$ cat config.mk
export PLATFORM = sky130hd
export DESIGN_NAME = i2c_subsys
export DESIGN_NICKNAME = d
export VERILOG_FILES = /design/src/i2c_pkg.sv /design/src/i2c_bit_master.sv /design/src/i2c_cmd_engine.sv /design/src/i2c_init_seq.sv /design/src/i2c_subsys.sv
export SDC_FILE = /design/constraint.sdc
export NUM_CORES = 1
export LEC_CHECK = 0
export BUFFER_PORTS_ARGS = -buffer_cell sky130_fd_sc_hd__buf_2
export CORE_AREA = 5 5 110 112
export CTS_BUF_LIST = sky130_fd_sc_hd__clkbuf_2
export CTS_CLUSTER_SIZE = 40
export DETAILED_ROUTE_END_ITERATION = 16
export DIE_AREA = 0 0 115 117
export GPL_TIMING_DRIVEN = 0
export PLACE_DENSITY = 0.91
export SLEW_MARGIN = 20
export SYNTH_ARGS = -nofsm -noshare
export SYNTH_HDL_FRONTEND = slang
export SYNTH_SLANG_ARGS = --single-unit
$ cat constraint.sdc
create_clock -name clk -period 2.1 [get_ports clk]
set_input_delay 0.105 -clock clk [delete_from_list [all_inputs] [get_ports clk]]
set_output_delay 0.105 -clock clk [all_outputs]
set_load 0.02 [all_outputs]
$ cat src/i2c_pkg.sv
package i2c_pkg;

  localparam int unsigned I2C_DIV = 4;  // clk cycles per quarter scl period
  localparam int unsigned DIV_W = $clog2(I2C_DIV);

  typedef logic [6:0] dev_addr_t;
  typedef logic [7:0] byte_t;
  typedef logic bus_sel_t;  // 0 selects bus 1, 1 selects bus 2
  typedef logic [2:0] step_t;
  typedef logic [DIV_W-1:0] div_cnt_t;

  localparam dev_addr_t SYNTH_DEV = 7'h6a;
  localparam dev_addr_t EEPROM_DEV = 7'h50;

  localparam int unsigned INIT_NUM_WR = 7;
  localparam int unsigned EE_NUM_RD = 7;

  // register and value pairs for the clock synthesizer
  localparam byte_t INIT_WR_TABLE [INIT_NUM_WR][2] = '{
    '{8'h17, 8'h04},
    '{8'h18, 8'h40},
    '{8'h1e, 8'he8},
    '{8'h1f, 8'h80},
    '{8'h2d, 8'h01},
    '{8'h2e, 8'h10},
    '{8'h60, 8'h3b}
  };

  // ip bytes 3..0, mac bytes 1..0, then the config byte
  localparam byte_t EE_RD_TABLE [EE_NUM_RD] = '{
    8'h8c, 8'h9c, 8'hac, 8'hbc, 8'hcc, 8'hdc, 8'h6c
  };

  typedef struct packed {
    bus_sel_t  bus_sel;
    logic      rd;
    dev_addr_t dev_addr;
    byte_t     reg_addr;
    byte_t     wdata;
  } i2c_cmd_t;

  typedef struct packed {
    logic  nack;
    byte_t rdata;
  } cmd_resp_t;

  typedef enum logic [1:0] {OP_START, OP_STOP, OP_WRITE, OP_READ} bit_op_e;

  typedef enum logic [2:0] {SEQ_IDLE, SEQ_WRITE, SEQ_SWITCH, SEQ_READ, SEQ_DONE} seq_state_e;

  typedef enum logic [3:0] {
    ENG_IDLE, ENG_START, ENG_DEV_W, ENG_REG, ENG_DATA,
    ENG_RESTART, ENG_DEV_R, ENG_READ, ENG_STOP, ENG_ACK
  } eng_state_e;

endpackage

$ cat src/i2c_bit_master.sv
module i2c_bit_master
  import i2c_pkg::*;
(
  input  logic    clk,
  input  logic    rst_i,
  input  bit_op_e op_i,
  input  logic    start_i,
  input  byte_t   wdata_i,
  input  logic    ack_out_i,
  output logic    done_o,
  output byte_t   rdata_o,
  output logic    ack_in_o,
  input  logic    scl_i,
  input  logic    sda_i,
  output logic    scl_t_o,
  output logic    sda_t_o
);

  bit_op_e  op_q;
  logic     busy;
  div_cnt_t div_cnt;
  logic [1:0] quarter;
  logic [3:0] bit_cnt;
  byte_t    tx_sr;
  logic     ack_out_q;
  logic     scl_hold;   // line levels kept between operations
  logic     sda_hold;
  logic     quarter_end;
  logic     last_bit;
  logic     bit_val;
  logic     scl_lvl;
  logic     sda_lvl;

  assign quarter_end = busy && (div_cnt == div_cnt_t'(I2C_DIV - 1));
  assign last_bit    = (op_q == OP_START) || (op_q == OP_STOP) || (bit_cnt == 4'd8);

  always_comb begin
    if (bit_cnt == 4'd8) bit_val = (op_q == OP_READ) ? ack_out_q : 1'b1;  // ack slot
    else bit_val = (op_q == OP_READ) ? 1'b1 : tx_sr[7];
  end

  always_comb begin
    scl_lvl = scl_hold;
    sda_lvl = sda_hold;
    if (busy) begin
      case (op_q)
        OP_START: begin
          scl_lvl = (quarter == 2'd1) || (quarter == 2'd2);
          sda_lvl = (quarter < 2'd2);  // sda falls while scl is high
        end
        OP_STOP: begin
          scl_lvl = (quarter != 2'd0);
          sda_lvl = (quarter >= 2'd2);  // sda rises while scl is high
        end
        default: begin
          scl_lvl = (quarter == 2'd1) || (quarter == 2'd2);
          sda_lvl = bit_val;
        end
      endcase
    end
  end

  assign scl_t_o = scl_lvl;
  assign sda_t_o = sda_lvl;

  always_ff @(posedge clk) begin
    if (rst_i) begin
      busy     <= 1'b0;
      done_o   <= 1'b0;
      op_q     <= OP_START;
      div_cnt  <= '0;
      quarter  <= '0;
      bit_cnt  <= '0;
      scl_hold <= 1'b1;
      sda_hold <= 1'b1;
    end else begin
      done_o <= 1'b0;
      if (!busy) begin
        if (start_i) begin
          busy    <= 1'b1;
          op_q    <= op_i;
          div_cnt <= '0;
          quarter <= '0;
          bit_cnt <= '0;
        end
      end else if (quarter_end) begin
        div_cnt <= '0;
        quarter <= quarter + 2'd1;
        if (quarter == 2'd3) begin
          if (last_bit) begin
            busy     <= 1'b0;
            done_o   <= 1'b1;
            scl_hold <= scl_lvl;
            sda_hold <= sda_lvl;
          end else begin
            bit_cnt <= bit_cnt + 4'd1;
          end
        end
      end else begin
        div_cnt <= div_cnt + 1'b1;
      end
    end
  end

  // sda is sampled at the end of quarter 1, the middle of scl high
  always_ff @(posedge clk) begin
    if (!busy && start_i) begin
      tx_sr     <= wdata_i;
      ack_out_q <= ack_out_i;
    end else if (quarter_end) begin
      if (quarter == 2'd1 && scl_i) begin
        if (bit_cnt == 4'd8) ack_in_o <= sda_i;
        else rdata_o <= {rdata_o[6:0], sda_i};
      end
      if (quarter == 2'd3) tx_sr <= {tx_sr[6:0], 1'b1};
    end
  end

endmodule

$ cat src/i2c_cmd_engine.sv
module i2c_cmd_engine
  import i2c_pkg::*;
(
  input  logic      clk,
  input  logic      rst_i,
  input  i2c_cmd_t  cmd_i,
  input  logic      rqst_i,
  output logic      ready_o,
  output logic      ack_o,
  output cmd_resp_t resp_o,
  output bit_op_e   bm_op_o,
  output logic      bm_start_o,
  output byte_t     bm_wdata_o,
  output logic      bm_ack_out_o,
  input  logic      bm_done_i,
  input  byte_t     bm_rdata_i,
  input  logic      bm_ack_in_i,
  input  logic      scl_t_i,
  input  logic      sda_t_i,
  output logic      scl_i_o,
  output logic      sda_i_o,
  input  logic      scl1_i,
  input  logic      sda1_i,
  output logic      scl1_t_o,
  output logic      sda1_t_o,
  input  logic      scl2_i,
  input  logic      sda2_i,
  output logic      scl2_t_o,
  output logic      sda2_t_o
);

  eng_state_e state;
  eng_state_e next_step;
  i2c_cmd_t   cmd_q;
  bus_sel_t   bus_sel_q;
  logic       issued;   // bit master op of this step already started
  logic       nack_acc;
  byte_t      rd_byte;

  assign ready_o      = (state == ENG_IDLE);
  assign ack_o        = (state == ENG_ACK);
  assign bm_start_o   = (state != ENG_IDLE) && (state != ENG_ACK) && !issued;
  assign bm_ack_out_o = 1'b1;  // single byte reads always end with a nack

  always_comb begin
    bm_op_o    = OP_START;
    bm_wdata_o = '0;
    next_step  = ENG_IDLE;
    case (state)
      ENG_START:   next_step = ENG_DEV_W;
      ENG_DEV_W: begin
        bm_op_o    = OP_WRITE;
        bm_wdata_o = {cmd_q.dev_addr, 1'b0};
        next_step  = ENG_REG;
      end
      ENG_REG: begin
        bm_op_o    = OP_WRITE;
        bm_wdata_o = cmd_q.reg_addr;
        next_step  = cmd_q.rd ? ENG_RESTART : ENG_DATA;
      end
      ENG_DATA: begin
        bm_op_o    = OP_WRITE;
        bm_wdata_o = cmd_q.wdata;
        next_step  = ENG_STOP;
      end
      ENG_RESTART: next_step = ENG_DEV_R;
      ENG_DEV_R: begin
        bm_op_o    = OP_WRITE;
        bm_wdata_o = {cmd_q.dev_addr, 1'b1};
        next_step  = ENG_READ;
      end
      ENG_READ: begin
        bm_op_o   = OP_READ;
        next_step = ENG_STOP;
      end
      ENG_STOP: begin
        bm_op_o   = OP_STOP;
        next_step = ENG_ACK;
      end
      default: ;
    endcase
  end

  always_ff @(posedge clk) begin
    if (rst_i) begin
      state     <= ENG_IDLE;
      issued    <= 1'b0;
      bus_sel_q <= 1'b0;
    end else begin
      case (state)
        ENG_IDLE: begin
          if (rqst_i) begin
            state     <= ENG_START;
            bus_sel_q <= cmd_i.bus_sel;  // held until the next request
          end
        end
        ENG_ACK: state <= ENG_IDLE;
        default: begin
          if (bm_start_o) issued <= 1'b1;
          if (bm_done_i) begin
            issued <= 1'b0;
            state  <= next_step;
          end
        end
      endcase
    end
  end

  always_ff @(posedge clk) begin
    if (state == ENG_IDLE && rqst_i) begin
      cmd_q    <= cmd_i;
      nack_acc <= 1'b0;
      rd_byte  <= '0;
    end else if (bm_done_i) begin
      if (bm_op_o == OP_WRITE) nack_acc <= nack_acc | bm_ack_in_i;
      if (bm_op_o == OP_READ) rd_byte <= bm_rdata_i;
      if (state == ENG_STOP) begin
        resp_o.nack  <= nack_acc;
        resp_o.rdata <= rd_byte;
      end
    end
  end

  assign scl_i_o = bus_sel_q ? scl2_i : scl1_i;
  assign sda_i_o = bus_sel_q ? sda2_i : sda1_i;

  // the bus that is not selected is always left released
  assign scl1_t_o = bus_sel_q ? 1'b1 : scl_t_i;
  assign sda1_t_o = bus_sel_q ? 1'b1 : sda_t_i;
  assign scl2_t_o = bus_sel_q ? scl_t_i : 1'b1;
  assign sda2_t_o = bus_sel_q ? sda_t_i : 1'b1;

endmodule

$ cat src/i2c_init_seq.sv
module i2c_init_seq
  import i2c_pkg::*;
(
  input  logic        clk,
  input  logic        rst_i,
  input  logic        init_start_i,
  input  i2c_cmd_t    cmd_i,
  input  logic        cmd_rqst_i,
  output logic        cmd_ack_o,
  output cmd_resp_t   cmd_resp_o,
  output logic        init_done_o,
  output logic [31:0] static_ip_o,
  output logic [15:0] alt_mac_o,
  output byte_t       eeprom_config_o,
  output i2c_cmd_t    eng_cmd_o,
  output logic        eng_rqst_o,
  input  logic        eng_ready_i,
  input  logic        eng_ack_i,
  input  cmd_resp_t   eng_resp_i
);

  seq_state_e state;
  step_t      step;
  logic       last_step;

  assign last_step = (state == SEQ_WRITE) ? (step == step_t'(INIT_NUM_WR - 1))
                                          : (step == step_t'(EE_NUM_RD - 1));

  always_comb begin
    eng_cmd_o  = cmd_i;
    eng_rqst_o = 1'b0;
    case (state)
      SEQ_WRITE: begin
        eng_cmd_o.bus_sel  = 1'b0;
        eng_cmd_o.rd       = 1'b0;
        eng_cmd_o.dev_addr = SYNTH_DEV;
        eng_cmd_o.reg_addr = INIT_WR_TABLE[step][0];
        eng_cmd_o.wdata    = INIT_WR_TABLE[step][1];
        eng_rqst_o         = init_start_i & eng_ready_i;
      end
      SEQ_READ: begin
        eng_cmd_o.bus_sel  = 1'b1;
        eng_cmd_o.rd       = 1'b1;
        eng_cmd_o.dev_addr = EEPROM_DEV;
        eng_cmd_o.reg_addr = EE_RD_TABLE[step];
        eng_cmd_o.wdata    = '0;
        eng_rqst_o         = init_start_i & eng_ready_i;
      end
      SEQ_DONE: eng_rqst_o = cmd_rqst_i & eng_ready_i & init_start_i;
      default: ;
    endcase
  end

  assign init_done_o = (state == SEQ_DONE);
  assign cmd_ack_o   = (state == SEQ_DONE) & eng_ack_i;  // only external traffic is acked
  assign cmd_resp_o  = eng_resp_i;

  // ready is low from the cycle after a request through its ack, so
  // leaving on ready never drops a transaction in flight
  always_ff @(posedge clk) begin
    if (rst_i) begin
      state <= SEQ_IDLE;
      step  <= '0;
    end else begin
      case (state)
        SEQ_IDLE: begin
          if (init_start_i) begin
            state <= SEQ_WRITE;
            step  <= '0;
          end
        end
        SEQ_WRITE: begin
          if (eng_ack_i) begin
            step <= last_step ? '0 : step + 1'b1;
            if (last_step) state <= SEQ_SWITCH;
          end else if (!init_start_i && eng_ready_i) begin
            state <= SEQ_IDLE;
          end
        end
        SEQ_SWITCH: begin
          if (eng_ready_i) state <= init_start_i ? SEQ_READ : SEQ_IDLE;  // bus changes over here
        end
        SEQ_READ: begin
          if (eng_ack_i) begin
            step <= last_step ? '0 : step + 1'b1;
            if (last_step) state <= SEQ_DONE;
          end else if (!init_start_i && eng_ready_i) begin
            state <= SEQ_IDLE;
          end
        end
        SEQ_DONE: begin
          if (!init_start_i && eng_ready_i) state <= SEQ_IDLE;
        end
        default: state <= SEQ_IDLE;
      endcase
    end
  end

  always_ff @(posedge clk) begin
    if (rst_i) begin
      static_ip_o     <= '0;
      alt_mac_o       <= '0;
      eeprom_config_o <= '0;
    end else if (state == SEQ_READ && eng_ack_i) begin
      case (step)
        3'd0: static_ip_o[31:24] <= eng_resp_i.rdata;
        3'd1: static_ip_o[23:16] <= eng_resp_i.rdata;
        3'd2: static_ip_o[15:8]  <= eng_resp_i.rdata;
        3'd3: static_ip_o[7:0]   <= eng_resp_i.rdata;
        3'd4: alt_mac_o[15:8]    <= eng_resp_i.rdata;
        3'd5: alt_mac_o[7:0]     <= eng_resp_i.rdata;
        default: eeprom_config_o <= eng_resp_i.rdata;
      endcase
    end
  end

endmodule

$ cat src/i2c_subsys.sv
module i2c_subsys
  import i2c_pkg::*;
(
  input  logic        clk,
  input  logic        rst_i,
  input  logic        init_start_i,
  input  i2c_cmd_t    cmd_i,
  input  logic        cmd_rqst_i,
  output logic        cmd_ack_o,
  output cmd_resp_t   cmd_resp_o,
  output logic        init_done_o,
  output logic [31:0] static_ip_o,
  output logic [15:0] alt_mac_o,
  output byte_t       eeprom_config_o,
  input  logic        scl1_i,
  input  logic        sda1_i,
  output logic        scl1_t_o,
  output logic        sda1_t_o,
  input  logic        scl2_i,
  input  logic        sda2_i,
  output logic        scl2_t_o,
  output logic        sda2_t_o
);

  i2c_cmd_t  eng_cmd;
  logic      eng_rqst;
  logic      eng_ready;
  logic      eng_ack;
  cmd_resp_t eng_resp;
  bit_op_e   bm_op;
  logic      bm_start;
  byte_t     bm_wdata;
  logic      bm_ack_out;
  logic      bm_done;
  byte_t     bm_rdata;
  logic      bm_ack_in;
  logic      scl_t;
  logic      sda_t;
  logic      scl;
  logic      sda;

  i2c_init_seq i2c_init_seq_inst (
    .clk             (clk),
    .rst_i           (rst_i),
    .init_start_i    (init_start_i),
    .cmd_i           (cmd_i),
    .cmd_rqst_i      (cmd_rqst_i),
    .cmd_ack_o       (cmd_ack_o),
    .cmd_resp_o      (cmd_resp_o),
    .init_done_o     (init_done_o),
    .static_ip_o     (static_ip_o),
    .alt_mac_o       (alt_mac_o),
    .eeprom_config_o (eeprom_config_o),
    .eng_cmd_o       (eng_cmd),
    .eng_rqst_o      (eng_rqst),
    .eng_ready_i     (eng_ready),
    .eng_ack_i       (eng_ack),
    .eng_resp_i      (eng_resp)
  );

  i2c_cmd_engine i2c_cmd_engine_inst (
    .clk          (clk),
    .rst_i        (rst_i),
    .cmd_i        (eng_cmd),
    .rqst_i       (eng_rqst),
    .ready_o      (eng_ready),
    .ack_o        (eng_ack),
    .resp_o       (eng_resp),
    .bm_op_o      (bm_op),
    .bm_start_o   (bm_start),
    .bm_wdata_o   (bm_wdata),
    .bm_ack_out_o (bm_ack_out),
    .bm_done_i    (bm_done),
    .bm_rdata_i   (bm_rdata),
    .bm_ack_in_i  (bm_ack_in),
    .scl_t_i      (scl_t),
    .sda_t_i      (sda_t),
    .scl_i_o      (scl),
    .sda_i_o      (sda),
    .scl1_i       (scl1_i),
    .sda1_i       (sda1_i),
    .scl1_t_o     (scl1_t_o),
    .sda1_t_o     (sda1_t_o),
    .scl2_i       (scl2_i),
    .sda2_i       (sda2_i),
    .scl2_t_o     (scl2_t_o),
    .sda2_t_o     (sda2_t_o)
  );

  i2c_bit_master i2c_bit_master_inst (
    .clk       (clk),
    .rst_i     (rst_i),
    .op_i      (bm_op),
    .start_i   (bm_start),
    .wdata_i   (bm_wdata),
    .ack_out_i (bm_ack_out),
    .done_o    (bm_done),
    .rdata_o   (bm_rdata),
    .ack_in_o  (bm_ack_in),
    .scl_i     (scl),
    .sda_i     (sda),
    .scl_t_o   (scl_t),
    .sda_t_o   (sda_t)
  );

endmodule

== Word-level counts from Yosys, hierarchy flattened ==
Memory sizes are Yosys's and may differ from the RTL's.
Index checks and enable logic that the tools add are counted.
Storage, ports and cells
  register bits after elaboration: 141
  bits in read-only memories: 192
  word-level logic and storage cells: 205
  memories kept: 2
Operators by class
  add/subtract/negate cells: 4
  order comparisons: 3
  eq/ne operators: 38
  multiplexer cells: 59
  bitwise logic cells: 14
  reductions and logical operators: 54
Memory list
  (name not given): depth 8, bits a word 16, rd ports 1, clocked after Yosys merged registers in 0, write ports 0, line i2c_init_seq.sv:37  | eng_cmd_o.reg_addr = INIT_WR_TABLE[step][0];
  (name not given): depth 8, bits a word 8, rd ports 1, clocked after Yosys merged registers in 0, write ports 0, line i2c_init_seq.sv:45  | eng_cmd_o.reg_addr = EE_RD_TABLE[step];
Operators with widths (count)
  25-bit case mux with 2 select lines: 1
  8-bit 2-to-1 mux: 5
  16-bit 2-to-1 mux: 2
  8-bit case mux with 4 select lines: 1
  3-bit 2-to-1 mux: 10
  2-bit AND reduction: 15
  4-bit 2-to-1 mux: 7
  4-bit case mux with 7 select lines: 1
  1-bit 2-to-1 mux: 20
  4-bit AND reduction: 5
  4-bit by 3-bit == test with 1-bit output (second input constant): 4
  3-bit case mux with 5 select lines: 1
  2-bit == test (second input constant): 6
  3-bit by 2-bit == test with 1-bit output (second input constant): 4
  3-bit == test (second input constant): 4
  4-bit == test (second input constant): 3
  2-bit 2-to-1 mux: 6
  2-bit nonzero test: 6
  4-bit by 2-bit == test with 1-bit output (second input constant): 2
  1-bit logical AND: 8
  2-bit inequality test (second input constant): 4
  1-bit NOT: 8
  4-bit case mux with 2 select lines: 1
  4-bit OR reduction: 2
  28 further kinds: 46

== Depth between registers and ports, before layout ==
  depth after elaboration: 7
  depth in mapped cells: 7

== Modules after synthesis ==
From an unflattened synthesis, not the netlist that was laid out.
Second synthesis, totals
  cell total of the unflattened synthesis: 671
  area, all modules: 6373.6 sq um
By module, submodules not included
  i2c_init_seq: instances 1, cells an instance 375, area each 2905.3 sq um
  i2c_cmd_engine: instances 1, cells an instance 161, area each 2060.7 sq um
  i2c_bit_master: instances 1, cells an instance 135, area each 1407.6 sq um

== Least setup slack after synthesis ==
No wires, ideal clock.
  kind: register -> register
  start point: register i2c_cmd_engine_inst.state[3]
  end point: register i2c_cmd_engine_inst.cmd_q[0] (netlist name), enable pin
  arrival time: 1.500 ns
  required time: 1.765 ns
  setup slack: 0.265 ns
  cell stages (with the launch flop): 5
  period minus slack after synthesis: 1.835 ns
  cell sequence: dfxtp_1 > buf_6 > or4_4 > a211oi_4 > buf_4
On the way
  word-level cells in the longest chain between the ends: 5
RTL lines
  from (decl): line i2c_cmd_engine.sv:32  | eng_state_e state;
  from (signal assigned): line i2c_cmd_engine.sv:102  | state <= next_step;
  4-bit zero test *: line i2c_cmd_engine.sv:40, i2c_cmd_engine.sv:110
  1-bit bitwise AND (2 in a row): line i2c_init_seq.sv:49  | SEQ_DONE: eng_rqst_o = cmd_rqst_i & eng_ready_i & init_start_i;
  1-bit case mux with 2 select lines: line i2c_init_seq.sv:32  | case (state)
  1-bit logical AND *: line i2c_cmd_engine.sv:110  | if (state == ENG_IDLE && rqst_i) begin
  to (signal assigned): line i2c_cmd_engine.sv:111  | cmd_q <= cmd_i;
  to (decl): line i2c_cmd_engine.sv:34  | i2c_cmd_t cmd_q;
Every way passes the cells marked *; elsewhere a longest branch is shown, timed or not.
A chain may end at the register's enable or synchronous reset.

== Worst setup path after layout ==
  start point: register i2c_bit_master_inst.quarter[0]
  end point: output port scl2_t_o
On the way
  word-level cells in the longest chain between the ends: 5
RTL lines
  from (decl): line i2c_bit_master.sv:22  | logic [1:0] quarter;
  from (signal assigned): line i2c_bit_master.sv:88  | quarter <= quarter + 2'd1;
  2-bit by 1-bit == test with 1-bit output or 2-bit == test (tied branches): line i2c_bit_master.sv:48, i2c_bit_master.sv:56
  1-bit logical OR: line i2c_bit_master.sv:48, i2c_bit_master.sv:56
  1-bit 2-to-1 mux *
  1-bit 2-to-1 mux *: line i2c_bit_master.sv:45  | if (busy) begin
  1-bit 2-to-1 mux *: line i2c_cmd_engine.sv:130  | assign scl2_t_o = bus_sel_q ? scl_t_i : 1'b1;
  to (decl): line i2c_subsys.sv:21  | output logic scl2_t_o,
Marked as above.

==> impl_results.md <==
* Status: finished, violations left
* Failing checks: setup timing
* H-tree Lvls at 4
* Total power at 5.99 mW
* Initial DRT Pass Iterations at 6
* Number of CTS-inserted buffers at 17
* Synth warnings at 0
* Final nets at about 800
* WS Path Type: reg -> out
* Post-synth top flop: dfxtp_1
* Post-synthesis net count at 640
* Setup TNS at -140 ps
* RePlAce Congestion at 0.938
* Vias per cell at approximately 6.3
* Footprint of the multi-input gates at 2710 µm²
* Maximum VDD drop at 521 µV
* Core area at 11100 µm²
* DRC viols at 0
* Tcrit/Tclk final at 104%
* Worst path bufs/invs at 2
* CP top delay family: flip-flops
* RSZ-0062 raised after global routing: yes
* CP max FO at 3
* Final WS setup at -77.4 ps
* Vias at 5723
* Sw frac at 33.4%
* Power density over cell area at approximately 790 nW/µm²
* CP arrival at between 2000 and 2500 ps
* Flops & latches, synth at 141
* Worst Tran Pin Value at 794 ps
* Dpl ws at 8.75 ps
* Die ar. at 13500 µm²
* Die X-Extent at 115 µm
* Worst-Skew Late Latency at 760 ps
* Num Clock Sinks at 141
* Leading post-synthesis cells by cell area: dfxtp_1 29%, edfxtp_1 24%, mux2i_1 10%
* Min Tclk post-route at between 2000 and 2500 ps
* Port bufs at 102
* GRT overflow at 0
* Fillers at 710
* Synthesized area at 6200 µm²
* Area grow syn2layout at 23.0%
* Seq/Total Area, Yosys at 53.6%
* Gate Count Post-Synth at 593
* R2r endpoint: i2c_cmd_engine_inst.resp_o[5]
* Critical Path Source Type: flip-flop
* Hold Violations, Final at 0
* Max incr delay on CP at 390 ps
* Register area at 3340 µm²
* Largest net degree at the start of global routing at 34
* Die Height at 117 µm
* Leakage power at 3.66 nW
* Internal power at about 4.0 mW
* Net switching power at between 2 and 2.5 mW
* Layout cells sized above 1 at 27.3%
* Hold Crit Endpoint: i2c_bit_master_inst.ack_in_o
* Vias in the first global route at 5543
* WHS at 105 ps
* Final setup fails at 2
* R2R Setup Slk at 20 ps
* Max-Cap Viols at 0
* Clock share of power at 27.3%
* Avg WL per Cell at ~21 µm
* Worst path cell trace: inv_2 -> ha_4 -> o211a_1 -> a21oi_2 -> nand2_1 -> buf_6
* Hold Path Stages at 4
* Reg2Reg Launch Point: i2c_cmd_engine_inst.state[2]
* R2R depth at 4
* All-Layer GR Usage at 27.2%
* Final ANT Viol Nets at 0
* Mean area per synthesized cell at about 10 µm²
* Initial antenna violation count at 0
* Relative slew margins at 46.6%
* Post-synth EDFFs at 50
* CTS Buffer Depth at 2
* Max Freq at between 400 and 500 MHz
* CP required at about 2000 ps
* Skew final at 62.2 ps
* Final wirelength at 19.3 mm
* Slew Viols, Final at 0
* Slowest cell on the critical path: dfxtp_2
* CTS tree: built
* FP Rows at 39
* Root buffer cell: clkbuf_2
* DRT iter0 DRCs at 941
* Reg clk slew, reported paths at 290 ps
* HP Class: in -> reg
* Flop pwr share at a little over half
* Comb pwr share at 19.8%
* Crit path capture type: primary output
* Post-synth cell types at 59
* Initial Util at 55.7%
* Detailed placement HPWL at about 11 mm
* Global-route wire length before repair at 28.5 mm
* Ports at ~100
* Synth top area share at 29.4%
* Synth async-reset ratio at 0%
* Synth area leader: dfxtp_1
* Hold path start: scl2_i
[metrics by stage]
step,std cells,util [%],area [µm²]
final,909,68.5,7620
after global routing,908,68.5,7620
after CTS,904,67.5,7510
after detailed placement,838,61.9,6890
after global placement,838,61.9,6890
after floorplan,593,-,6200
[logic make-up after synthesis]
logic type / count (synthesis) / share of synthesized area [%]
AO/OA/AOI/OAI: 106 / 11.2
multiplexers: 67 / 10.9
XOR/XNOR: 4 / 0.565
adder cells (fa/ha/maj): 14 / 2.83
buffers and inverters: 52 / 3.81
flip-flops: 141 / 53.6
AND/OR/NAND/NOR: 209 / 17.1
[final cells by class]
type	instances	area share [%]
Antenna cell	1	0.0328
Buffer	34	2.35
Clock buffer	17	1.12
Clock inverter	15	1.99
Inverter	15	0.738
Multi-Input combinational cell	400	35.6
Sequential cell	141	43.8
Tap cell	143	2.35
Timing Repair Buffer	143	12.0
[layer usage]
layer / wire (µm) / vias to the layer above / global-route usage (%) / part of all wire, %
met1: 6820 / 2664 / 32.3 / 35
met4: 1230 / 0 / 15.9 / 6.4
met3: 1860 / 143 / 6.94 / 9.6
li1: - / 2430 / - / -
met2: 9370 / 486 / 45.0 / 49
met5: 0 / - / 0 / 0
[timing repair]
item,in CTS,in global routing
pin swaps,4,4
hold endpoints to repair,34,0
resized for setup,22,24
gates cloned,0,0
setup endpoints to repair,14,57
buffers inserted,6,5
hold buffers,30,0
[worst min-delay path: cells and delay by family]
kind                   cells  cell delay, ps
buffers and inverters      1              70
muxes                      1             140
and+or+nand+nor            2             350
[flip-flops by register name, indices dropped and copies added, names as in the netlist, 3 cells and up]
signal / cells
i2c_bit_master_inst.tx_sr: 8
i2c_init_seq_inst.step: 3
i2c_init_seq_inst.alt_mac_o: 16
i2c_bit_master_inst.rdata_o: 8
i2c_bit_master_inst.bit_cnt: 4
i2c_cmd_engine_inst.state: 4
i2c_init_seq_inst.static_ip_o: 32
i2c_cmd_engine_inst.rd_byte: 8
i2c_init_seq_inst.eeprom_config_o: 8
i2c_init_seq_inst.state: 3
i2c_cmd_engine_inst.cmd_q: 24
i2c_cmd_engine_inst.resp_o: 9
[synth_stat cells (2+ instances only)]
cell type,instances
and3_1,5
a2bb2oi_1,8
nand3_1,10
ha_1,14
mux2i_1,65
nor3b_1,3
a22o_1,7
a21o_1,2
nand2_1,36
and2_1,3
a31oi_1,3
edfxtp_1,50
or2_2,2
xor2_1,3
dfxtp_1,91
a211oi_1,2
nand4_1,5
nand3b_1,5
mux2_2,2
clkbuf_1,20
nand4_4,2
a22oi_1,2
nor2_1,96
o22ai_1,2
inv_1,14
o211a_1,2
buf_2,12
buf_4,3
buf_6,2
o31ai_1,3
nand4_2,4
o21ai_0,24
o21ai_1,3
nor2b_1,15
a21oi_1,36
nor3_1,6
nand2b_1,8
a211oi_2,2
[power by group through the flow]
| stage | Sequential (mW) | Clock (mW) | Combinational (mW) |
|---|---|---|---|
| after floorplan | 3.16 | 0 | 0.752 |
| after global placement | 3.18 | 0 | 0.943 |
| after detailed placement | 3.20 | 0 | 0.987 |
| after CTS | 3.15 | 1.59 | 1.05 |
| after global routing | 3.19 | 1.74 | 1.27 |
| final | 3.17 | 1.64 | 1.19 |
[how the worst max path moves through the flow]
stage | startpoint | cells after the start | to | slack (ps)
finish | i2c_bit_master_inst.quarter[0] | 6 | scl2_t_o | -80
global route | i2c_bit_master_inst.quarter[0] | 6 | scl2_t_o | -150
CTS | i2c_bit_master_inst.bit_cnt[1] | 7 | sda2_t_o | -5
detailed placement | i2c_init_seq_inst.step[1] | 7 | i2c_init_seq_inst.eeprom_config_o[3] | 9
global placement | i2c_cmd_engine_inst.state[3] | 4 | i2c_cmd_engine_inst.cmd_q[17] | 120
floorplan | i2c_cmd_engine_inst.state[3] | 4 | i2c_cmd_engine_inst.cmd_q[0] | 260
[cells in the final DEF, fill, tap and decap left out, drive strengths merged, types with 12 or more instances in the layout]
master       count
a21oi           36
buf            129
clkbuf          35
dfxtp           91
dlygate4sd3     30
edfxtp          50
ha              14
inv             23
mux2i           65
nand2           36
nand3           12
nor2            96
nor2b           15
o21ai           27
Power figures use the tool's default switching activity.
